<file path="config.mk">
export PLATFORM = sky130hd
export DESIGN_NAME = kr580_core
export DESIGN_NICKNAME = d
export VERILOG_FILES = /design/src/verilog/bus_pkg.sv /design/src/verilog/isa_pkg.sv /design/src/verilog/alu_if.sv /design/src/verilog/reg_wr_if.sv /design/src/verilog/alu.sv /design/src/verilog/kr580_core.sv /design/src/verilog/register_file.sv /design/src/verilog/sequencer.sv
export SDC_FILE = /design/constraint.sdc
export NUM_CORES = 1
export LEC_CHECK = 0
export ABC_CLOCK_PERIOD_IN_PS = 9600
export BUFFER_PORTS_ARGS = -buffer_cell sky130_fd_sc_hd__buf_2
export CORE_MARGIN = 2
export CORE_UTILIZATION = 45
export DETAILED_ROUTE_END_ITERATION = 6
export GPL_TIMING_DRIVEN = 0
export HOLD_SLACK_MARGIN = 0.15
export PLACE_DENSITY_LB_ADDON = 0.2
export REMOVE_ABC_BUFFERS = 1
export SLEW_MARGIN = 15
export SYNTH_ARGS = -nofsm -noshare
export SYNTH_HDL_FRONTEND = slang
export SYNTH_SLANG_ARGS = --single-unit
</file>
<file path="constraint.sdc">
create_clock -name clock -period 9.6 [get_ports clock]
set_input_delay 2.88 -clock clock [delete_from_list [all_inputs] [get_ports clock]]
set_output_delay 2.88 -clock clock [all_outputs]
set_load 0.02 [all_outputs]
</file>
<file path="src/verilog/bus_pkg.sv">
package bus_pkg;

    // Memory bus widths
    typedef logic [15:0] addr_t;
    typedef logic [7:0]  data_t;

    // Program counter after reset
    localparam addr_t reset_pc = 16'h0000;

endpackage

</file>
<file path="src/verilog/isa_pkg.sv">
package isa_pkg;

    // Register numbers as coded in the opcode fields
    typedef logic [2:0] reg_sel_t;

    localparam reg_sel_t reg_b = 3'd0;
    localparam reg_sel_t reg_c = 3'd1;
    localparam reg_sel_t reg_d = 3'd2;
    localparam reg_sel_t reg_e = 3'd3;
    localparam reg_sel_t reg_h = 3'd4;
    localparam reg_sel_t reg_l = 3'd5;
    localparam reg_sel_t reg_m = 3'd6;
    localparam reg_sel_t reg_a = 3'd7;

    // ALU operations in opcode order, bits 5:3
    typedef enum logic [2:0] {
        alu_add, alu_adc, alu_sub, alu_sbc,
        alu_and, alu_xor, alu_or,  alu_cp
    } alu_op_e;

    // Flag byte, S Z 5 A 3 P N C
    typedef logic [7:0] flags_t;

    localparam int flag_c = 0;
    localparam int flag_n = 1;
    localparam int flag_p = 2;
    localparam int flag_a = 4;
    localparam int flag_z = 6;
    localparam int flag_s = 7;

    // Cycle within an instruction
    typedef enum logic [1:0] {t0, t1, t2} t_state_e;

    // Opcode groups, bits 7:6
    localparam logic [1:0] grp_misc = 2'b00;
    localparam logic [1:0] grp_load = 2'b01;
    localparam logic [1:0] grp_alu  = 2'b10;
    localparam logic [1:0] grp_ctrl = 2'b11;

    // Bits 2:0 of JP cc,**
    localparam logic [2:0] src_jp_cc = 3'b010;

    localparam logic [7:0] op_halt = 8'h76;
    localparam logic [7:0] op_jp   = 8'hC3;

endpackage

</file>
<file path="src/verilog/alu_if.sv">
`timescale 1ns/1ps

interface alu_if;
    import bus_pkg::*;
    import isa_pkg::*;

    alu_op_e op;
    data_t   lhs;
    data_t   rhs;
    logic    carry_in;
    data_t   result;
    flags_t  flags;

    // Sequencer picks the operation and takes the results
    modport driver  (output op, input result, flags);
    // Register file supplies A, the operand and carry
    modport source  (output lhs, rhs, carry_in);
    modport compute (input op, lhs, rhs, carry_in, output result, flags);

endinterface

</file>
<file path="src/verilog/reg_wr_if.sv">
`timescale 1ns/1ps

interface reg_wr_if
(
    input logic reset_n
);
    import bus_pkg::*;
    import isa_pkg::*;

    // Byte write-back into one register
    logic     wr_byte;
    reg_sel_t wr_sel;
    data_t    wr_data;

    // Flag write-back
    logic     wr_flags;
    flags_t   flags_data;

    modport sender   (output wr_byte, wr_sel, wr_data, wr_flags, flags_data);
    modport receiver (input reset_n, wr_byte, wr_sel, wr_data, wr_flags, flags_data);

endinterface

</file>
<file path="src/verilog/alu.sv">
`timescale 1ns/1ps

module alu
(
    alu_if.compute alu
);
    import isa_pkg::*;

    logic [8:0] wide;
    logic       is_logic;
    logic       is_sub;
    logic       overflow;

    // Bit 8 holds the carry or borrow out of bit 7
    always_comb begin
        unique case (alu.op)
            alu_add: wide = {1'b0, alu.lhs} + {1'b0, alu.rhs};
            alu_adc: wide = {1'b0, alu.lhs} + {1'b0, alu.rhs} + {8'b0, alu.carry_in};
            alu_sub,
            alu_cp:  wide = {1'b0, alu.lhs} - {1'b0, alu.rhs};
            alu_sbc: wide = {1'b0, alu.lhs} - {1'b0, alu.rhs} - {8'b0, alu.carry_in};
            alu_and: wide = {1'b0, alu.lhs & alu.rhs};
            alu_xor: wide = {1'b0, alu.lhs ^ alu.rhs};
            alu_or:  wide = {1'b0, alu.lhs | alu.rhs};
        endcase
    end

    assign is_logic = alu.op inside {alu_and, alu_xor, alu_or};
    assign is_sub   = alu.op inside {alu_sub, alu_sbc, alu_cp};

    // Signed overflow, operand signs compared against the result
    assign overflow = ((alu.lhs[7] ^ alu.rhs[7]) == is_sub) && (wide[7] != alu.lhs[7]);

    assign alu.result = wide[7:0];

    // --------------------------------------------------
    // Flags
    // --------------------------------------------------
    always_comb begin
        alu.flags         = '0;
        alu.flags[flag_s] = wide[7];
        alu.flags[flag_z] = (wide[7:0] == 8'h00);
        alu.flags[5]      = wide[5];
        alu.flags[3]      = wide[3];
        if (is_logic) begin
            // Even parity
            alu.flags[flag_p] = ~^wide[7:0];
        end else begin
            alu.flags[flag_a] = alu.lhs[4] ^ alu.rhs[4] ^ wide[4];
            alu.flags[flag_p] = overflow;
            alu.flags[flag_n] = is_sub;
            alu.flags[flag_c] = wide[8];
        end
    end

endmodule

</file>
<file path="src/verilog/kr580_core.sv">
`timescale 1ns/1ps

module kr580_core
(
    input  logic           clock,
    input  logic           reset_n,
    input  bus_pkg::data_t in,
    output bus_pkg::addr_t address,
    output logic           we,
    output bus_pkg::data_t out
);
    import bus_pkg::*;
    import isa_pkg::*;

    addr_t  hl;
    data_t  src_data;
    data_t  dst_data;
    data_t  opcode;
    flags_t flags;

    reg_wr_if wr_bus (.reset_n(reset_n));
    alu_if    alu_bus ();

    sequencer u_sequencer (
        .clock    (clock),
        .reset_n  (reset_n),
        .in       (in),
        .address  (address),
        .we       (we),
        .out      (out),
        .hl       (hl),
        .src_data (src_data),
        .dst_data (dst_data),
        .flags    (flags),
        .opcode   (opcode),
        .wr       (wr_bus.sender),
        .alu      (alu_bus.driver)
    );

    register_file u_register_file (
        .clock    (clock),
        .in       (in),
        .opcode   (opcode),
        .src_data (src_data),
        .dst_data (dst_data),
        .hl       (hl),
        .flags    (flags),
        .wr       (wr_bus.receiver),
        .alu      (alu_bus.source)
    );

    alu u_alu (
        .alu (alu_bus.compute)
    );

endmodule

</file>
<file path="src/verilog/register_file.sv">
`timescale 1ns/1ps

module register_file
(
    input  logic            clock,
    input  bus_pkg::data_t  in,
    input  bus_pkg::data_t  opcode,
    output bus_pkg::data_t  src_data,
    output bus_pkg::data_t  dst_data,
    output bus_pkg::addr_t  hl,
    output isa_pkg::flags_t flags,
    reg_wr_if.receiver      wr,
    alu_if.source           alu
);
    import bus_pkg::*;
    import isa_pkg::*;

    data_t  b, c, d, e, h, l, a;
    flags_t f;
    data_t  target;

    // M reads the memory byte on the bus
    function automatic data_t pick(input reg_sel_t sel);
        case (sel)
            reg_b:   return b;
            reg_c:   return c;
            reg_d:   return d;
            reg_e:   return e;
            reg_h:   return h;
            reg_l:   return l;
            reg_m:   return in;
            default: return a;
        endcase
    endfunction

    always_comb begin
        src_data = pick(opcode[2:0]);
        target   = pick(opcode[5:3]);
    end

    // INC when bit 0 is clear, DEC when set
    assign dst_data = opcode[0] ? target - 8'd1 : target + 8'd1;

    assign hl           = {h, l};
    assign flags        = f;
    assign alu.lhs      = a;
    assign alu.rhs      = src_data;
    assign alu.carry_in = f[flag_c];

    // Write-back lands half a cycle after the strobe
    always_ff @(negedge clock) begin
        if (!wr.reset_n) begin
            {b, c, d, e, h, l, a} <= '0;
            f <= '0;
        end else begin
            if (wr.wr_byte) begin
                case (wr.wr_sel)
                    reg_b:   b <= wr.wr_data;
                    reg_c:   c <= wr.wr_data;
                    reg_d:   d <= wr.wr_data;
                    reg_e:   e <= wr.wr_data;
                    reg_h:   h <= wr.wr_data;
                    reg_l:   l <= wr.wr_data;
                    reg_a:   a <= wr.wr_data;
                    default: ;
                endcase
            end
            if (wr.wr_flags) begin
                f <= wr.flags_data;
            end
        end
    end

endmodule

</file>
<file path="src/verilog/sequencer.sv">
`timescale 1ns/1ps

module sequencer
(
    input  logic            clock,
    input  logic            reset_n,
    input  bus_pkg::data_t  in,
    output bus_pkg::addr_t  address,
    output logic            we,
    output bus_pkg::data_t  out,
    input  bus_pkg::addr_t  hl,
    input  bus_pkg::data_t  src_data,
    input  bus_pkg::data_t  dst_data,
    input  isa_pkg::flags_t flags,
    output bus_pkg::data_t  opcode,
    reg_wr_if.sender        wr,
    alu_if.driver           alu
);
    import bus_pkg::*;
    import isa_pkg::*;

    t_state_e   state;
    addr_t      pc;
    data_t      latch;
    data_t      jp_low;
    logic       sel_hl;

    logic [1:0] op_grp;
    logic [2:0] op_dst;
    logic [2:0] op_src;
    logic       is_jp;
    logic       jp_taken;
    logic       cond_true;
    flags_t     id_flags;

    // Opcode comes straight off the bus in t0
    assign opcode  = (state == t0) ? in : latch;
    assign address = sel_hl ? hl : pc;

    assign op_grp = opcode[7:6];
    assign op_dst = opcode[5:3];
    assign op_src = opcode[2:0];
    assign alu.op = alu_op_e'(op_dst);

    // --------------------------------------------------
    // Jump condition NZ, Z, NC, C
    // --------------------------------------------------
    always_comb begin
        case (op_dst[1:0])
            2'd0:    cond_true = ~flags[flag_z];
            2'd1:    cond_true = flags[flag_z];
            2'd2:    cond_true = ~flags[flag_c];
            default: cond_true = flags[flag_c];
        endcase
    end

    // Only the four low conditions are decoded
    assign is_jp = (opcode == op_jp)
                 || (op_grp == grp_ctrl && op_src == src_jp_cc && !op_dst[2]);
    assign jp_taken = (opcode == op_jp) || cond_true;

    // INC/DEC flags, derived from the new value
    always_comb begin
        id_flags         = flags;
        id_flags[flag_s] = dst_data[7];
        id_flags[flag_z] = (dst_data == 8'h00);
        id_flags[5]      = dst_data[5];
        id_flags[3]      = dst_data[3];
        id_flags[flag_n] = opcode[0];
        id_flags[flag_a] = opcode[0] ? (dst_data[3:0] == 4'hF) : (dst_data[3:0] == 4'h0);
        id_flags[flag_p] = opcode[0] ? (dst_data == 8'h7F) : (dst_data == 8'h80);
    end

    task automatic put_reg(input reg_sel_t sel, input data_t data);
        wr.wr_byte <= 1'b1;
        wr.wr_sel  <= sel;
        wr.wr_data <= data;
    endtask

    // CP keeps A but still updates F
    task automatic put_alu();
        wr.wr_byte    <= (alu.op != alu_cp);
        wr.wr_sel     <= reg_a;
        wr.wr_data    <= alu.result;
        wr.wr_flags   <= 1'b1;
        wr.flags_data <= alu.flags;
    endtask

    // --------------------------------------------------
    // T-state machine
    // --------------------------------------------------
    always_ff @(posedge clock) begin
        if (!reset_n) begin
            state       <= t0;
            pc          <= reset_pc;
            sel_hl      <= 1'b0;
            we          <= 1'b0;
            wr.wr_byte  <= 1'b0;
            wr.wr_flags <= 1'b0;
        end else begin
            we          <= 1'b0;
            sel_hl      <= 1'b0;
            wr.wr_byte  <= 1'b0;
            wr.wr_flags <= 1'b0;
            state       <= t0;

            case (state)
                t0: begin
                    latch <= in;
                    pc    <= pc + 16'd1;
                    case (op_grp)
                        grp_misc: begin
                            if (op_src == reg_m && op_dst != reg_m) begin
                                state <= t1;
                            end else if (op_src[2:1] == 2'b10 && op_dst != reg_m) begin
                                put_reg(op_dst, dst_data);
                                wr.wr_flags   <= 1'b1;
                                wr.flags_data <= id_flags;
                            end
                        end
                        grp_load: begin
                            if (opcode == op_halt) begin
                                pc <= pc;
                            end else if (op_dst == reg_m) begin
                                // Store goes out next cycle at HL
                                sel_hl <= 1'b1;
                                we     <= 1'b1;
                                out    <= src_data;
                                state  <= t1;
                            end else if (op_src == reg_m) begin
                                sel_hl <= 1'b1;
                                state  <= t1;
                            end else begin
                                put_reg(op_dst, src_data);
                            end
                        end
                        grp_alu: begin
                            if (op_src == reg_m) begin
                                sel_hl <= 1'b1;
                                state  <= t1;
                            end else begin
                                put_alu();
                            end
                        end
                        default: begin
                            if (is_jp) begin
                                if (jp_taken) begin
                                    state <= t1;
                                end else begin
                                    pc <= pc + 16'd3;
                                end
                            end else if (op_src == reg_m) begin
                                state <= t1;
                            end
                        end
                    endcase
                end
                t1: begin
                    case (op_grp)
                        grp_misc: begin
                            put_reg(op_dst, src_data);
                            pc <= pc + 16'd1;
                        end
                        grp_load: begin
                            if (op_dst != reg_m) begin
                                put_reg(op_dst, src_data);
                            end
                        end
                        grp_alu: begin
                            put_alu();
                        end
                        default: begin
                            pc <= pc + 16'd1;
                            if (is_jp) begin
                                jp_low <= in;
                                state  <= t2;
                            end else begin
                                put_alu();
                            end
                        end
                    endcase
                end
                default: begin
                    // High byte of the jump target
                    pc <= {in, jp_low};
                end
            endcase
        end
    end

endmodule
</file>
==> out/qor.txt <==
result of the run: complete, no violations
PD cells: 178 nW/µm²
Die Y: 148 µm
Setup TNS: 0 ps
core box area: 20400 µm²
FP Rows: 52
compound-gate portion of the synthesized area: 29.7%
Storage cell area: 2720 µm²
Post-synth EDFFs: 37
die area: 22000 µm²
gr usage total: 31.0%
Yosys warnings: 0
TritonCTS clock tree: done
Fin Clk Skew: 38.2 ps
Area contributors post-synth: dfxtp_1, edfxtp_1, nand2_1, a21oi_1, o21ai_0
DR WL/cell: 22.0 µm
CTS buffer count: 17
Netlist Area Pre-Place: 9390 µm²
WP data arrival: 9570 ps
Synth Flop Type: dfxtp_1
clock share of power: 38.8%
Worst-Margin Slew: 1070 ps
residual DRC count: 0
post-synthesis sequential area ratio: 28.9%
Hold Fails Final Rpt: 0
final std cells w/o fill: 1549
startpoint types: flip-flop
multi-input logic area: 6300 µm²
clock tree buffer depth: 2
Post-Synth XOR/XNOR Area: 3.26%
adder and majority gate portion of the synthesized area: 4.40%
Util after Layout: 52.0%
layout cells sized above 1: 11.3%
n_diodes: 0
Net Sw Frac: 39.8%
via density per instance: 6.50
worst hold-check path type: reg -> reg
Clock Tree Root: clkbuf_16
antenna-violating nets left: 0
largest net degree at the start of global routing: 41
DRT Wirelength: 34100 µm
P_int: 0.00114 W
clock transition at the registers of the reported paths: 60 ps
Lkg Pwr: 3.93 nW
# IOs: 35
Max rail drop VDD: 103 µV
Sw Pwr: 0.000753 W
register share of total power: 31.2%
critical path class: reg -> reg
global placement routability congestion: 0.988
Post-Place Cells: 1460
area share of the largest cell type after synthesis: 17.1%
P&R area growth vs syn: 12.8%
Combinational Power Share: 30.0%
grt ovf: 0
relative slew slack: 28.1%
number of global-route vias before repair: 9133
synthesized area per cell: 7.70 µm²
# H-tree levels: 4
drt first pass iters: 6
setup bufs post-CTS: 0
post-synthesis mux area share: 4.08%
final setup fails: 0
Initial Util: 46.1%
Gate Count Post-Synth: 1220
Req. time, crit path: 9750 ps
Slowest Stage Delay on Critical Path: 620 ps
CTS Hold Buffers Added: 0
worst-path cell chain: a211o_1, a211oi_1, a31oi_1, ha_1, nor3_1, a32oi_1, nor2_1, a311oi_2, a21oi_1, o21a_1, a2111oi_4, or4_1, o221ai_1, a221o_1
fin. max-slew vios: 0
RSZ-0062 raised after global routing: false
clock latency on the worst-skew pair: 470 ps
die width: 148 µm
Synth area leader: dfxtp_1
global-route wire length before repair: 52300 µm
Final WS setup: 182 ps
DRT iter0 DRCs: 1058
Yosys reg bits: 117
DR vias: 10061
largest family of logic cells by synthesized area: compound AO/OA/AOI/OAI gates
fillers: 1950
initial antenna violation count: 1
Slowest-stage cell, CP: a2111oi_4
max-cap viol count: 0
DP Worst Slack: -451 ps
layout net count: 1306
Max FO, Critical Path: 13
clk sinks: 117
Synth Area in Simple Gates: 24.5%
port bufs: 34
Worst setup EP type: flip-flop
hpwl dp: 24600 µm
post-synthesis cell type count: 99
Async SR Flop Fraction: 0%
==> per-stage QoR <==
stage          hold WS [ps]  area, µm²  total power (W)
6_report                479      10600          0.00189
5_1_grt                 501      10600          0.00198
4_1_cts                 477      10500          0.00186
3_5_place_dp            473       9700          0.00116
3_3_place_gp            465       9580          0.00115
2_1_floorplan           446       9070         0.000983
==> cell type report <==
class                      count  area share, %
clock inverter                72           3.58
timing repair buffer          41           2.48
sequential                   117           25.6
tap                          270           3.19
clock buffer                  18           4.05
inverter                      45           1.59
multi-input combinational    986           59.5
==> routing by layer <==
metal / up-vias / part of all wire (%) / GRT usage (%)
met5: - / 0 / 0
met4: 0 / 2.9 / 11.2
met3: 82 / 11 / 8.47
met2: 577 / 44 / 46.9
met1: 4803 / 42 / 42.4
li1: 4599 / - / -
==> Yosys cell counts (all sizes together), types with 12 or more instances <==
cell,instances
and2,18
nand3,33
inv,46
mux2,14
o31ai,13
a31oi,17
ha,29
edfxtp,37
nor3,26
a21oi,106
dfxtp,80
o21a,12
mux2i,18
a21boi,24
o21ai,87
nand2,204
a211oi,12
clkbuf,46
nor2,100
xnor2,29
a221oi,16
o211ai,16
buf,25
==> final timing paths <==
check                                     from                                  end  slack, ps  cells past startpoint
max          u_register_file.h[2]$_SDFFE_NN0P_  u_sequencer.wr.wr_data[7]$_DFFE_PP_        180                     14
min          u_register_file.e[7]$_SDFFE_NN0P_    u_register_file.e[7]$_SDFFE_NN0P_        480                      2
max reg2reg  u_register_file.h[2]$_SDFFE_NN0P_  u_sequencer.wr.wr_data[7]$_DFFE_PP_        180                     14
min reg2reg  u_register_file.e[7]$_SDFFE_NN0P_    u_register_file.e[7]$_SDFFE_NN0P_        480                      2
==> sequential cells by signal (all words and copies together) (netlist names), 3 cells and up <==
register                 count
u_register_file.c            8
u_register_file.b            8
u_sequencer.wr.wr_sel        3
u_register_file.d            8
u_register_file.alu.lhs      8
u_sequencer.out              8
u_register_file.h            8
u_register_file.e            8
u_register_file.l            8
u_sequencer.pc              16
u_sequencer.latch            8
u_sequencer.wr.wr_data       8
u_sequencer.jp_low           8
==> layout by cell type (no fill, tap or decap), types with 11 or more instances in the layout <==
cell	count
a211oi_1	11
a21boi_0	24
a21oi_1	106
a221oi_1	13
a31oi_1	16
and2_1	16
buf_2	36
clkbuf_16	17
dfxtp_1	78
edfxtp_1	37
ha_1	29
inv_1	98
mux2_2	14
mux2i_1	18
nand2_1	204
nand2b_1	11
nand3_1	33
nand4_1	11
nor2_1	94
nor3_1	25
o211ai_1	16
o21a_1	12
o21ai_0	78
o31ai_1	12
xnor2_1	28
==> critical path: cells and delay by family (launching register included) <==
family                     cells  cell delay [ps]
AOI/OAI and AO/OA             10             2960
adders and majority gates      1              600
and+or+nand+nor                3              390
DFF                            1              360
==> power groups by stage <==
stage / logic, W / registers, W / clock network [W]
after floorplan: 0.000371 / 0.000576 / 0.0000373
after global placement: 0.000520 / 0.000597 / 0.0000373
after detailed placement: 0.000526 / 0.000597 / 0.0000373
after CTS: 0.000532 / 0.000588 / 0.000743
after global routing: 0.000608 / 0.000592 / 0.000785
final: 0.000567 / 0.000591 / 0.000734
==> kinds of logic (layout without fill, tap and decap cells) <==
kind of cell / Yosys count / in the layout
adders and majority gates: 33 / 33
muxes: 34 / 34
DFF: 117 / 117
and+or+nand+nor: 475 / 475
AOI/OAI and AO/OA: 409 / 409
buffers and inverters: 117 / 176
xor gates and xnor gates: 35 / 35
==> repair_timing <==
action	in CTS	in global routing
endpoints found under the setup margin	7	7
pin swaps	0	1
gates resized for setup	3	12
hold endpoints to repair	0	0
Note: power is estimated with default switching activity, not from simulation.
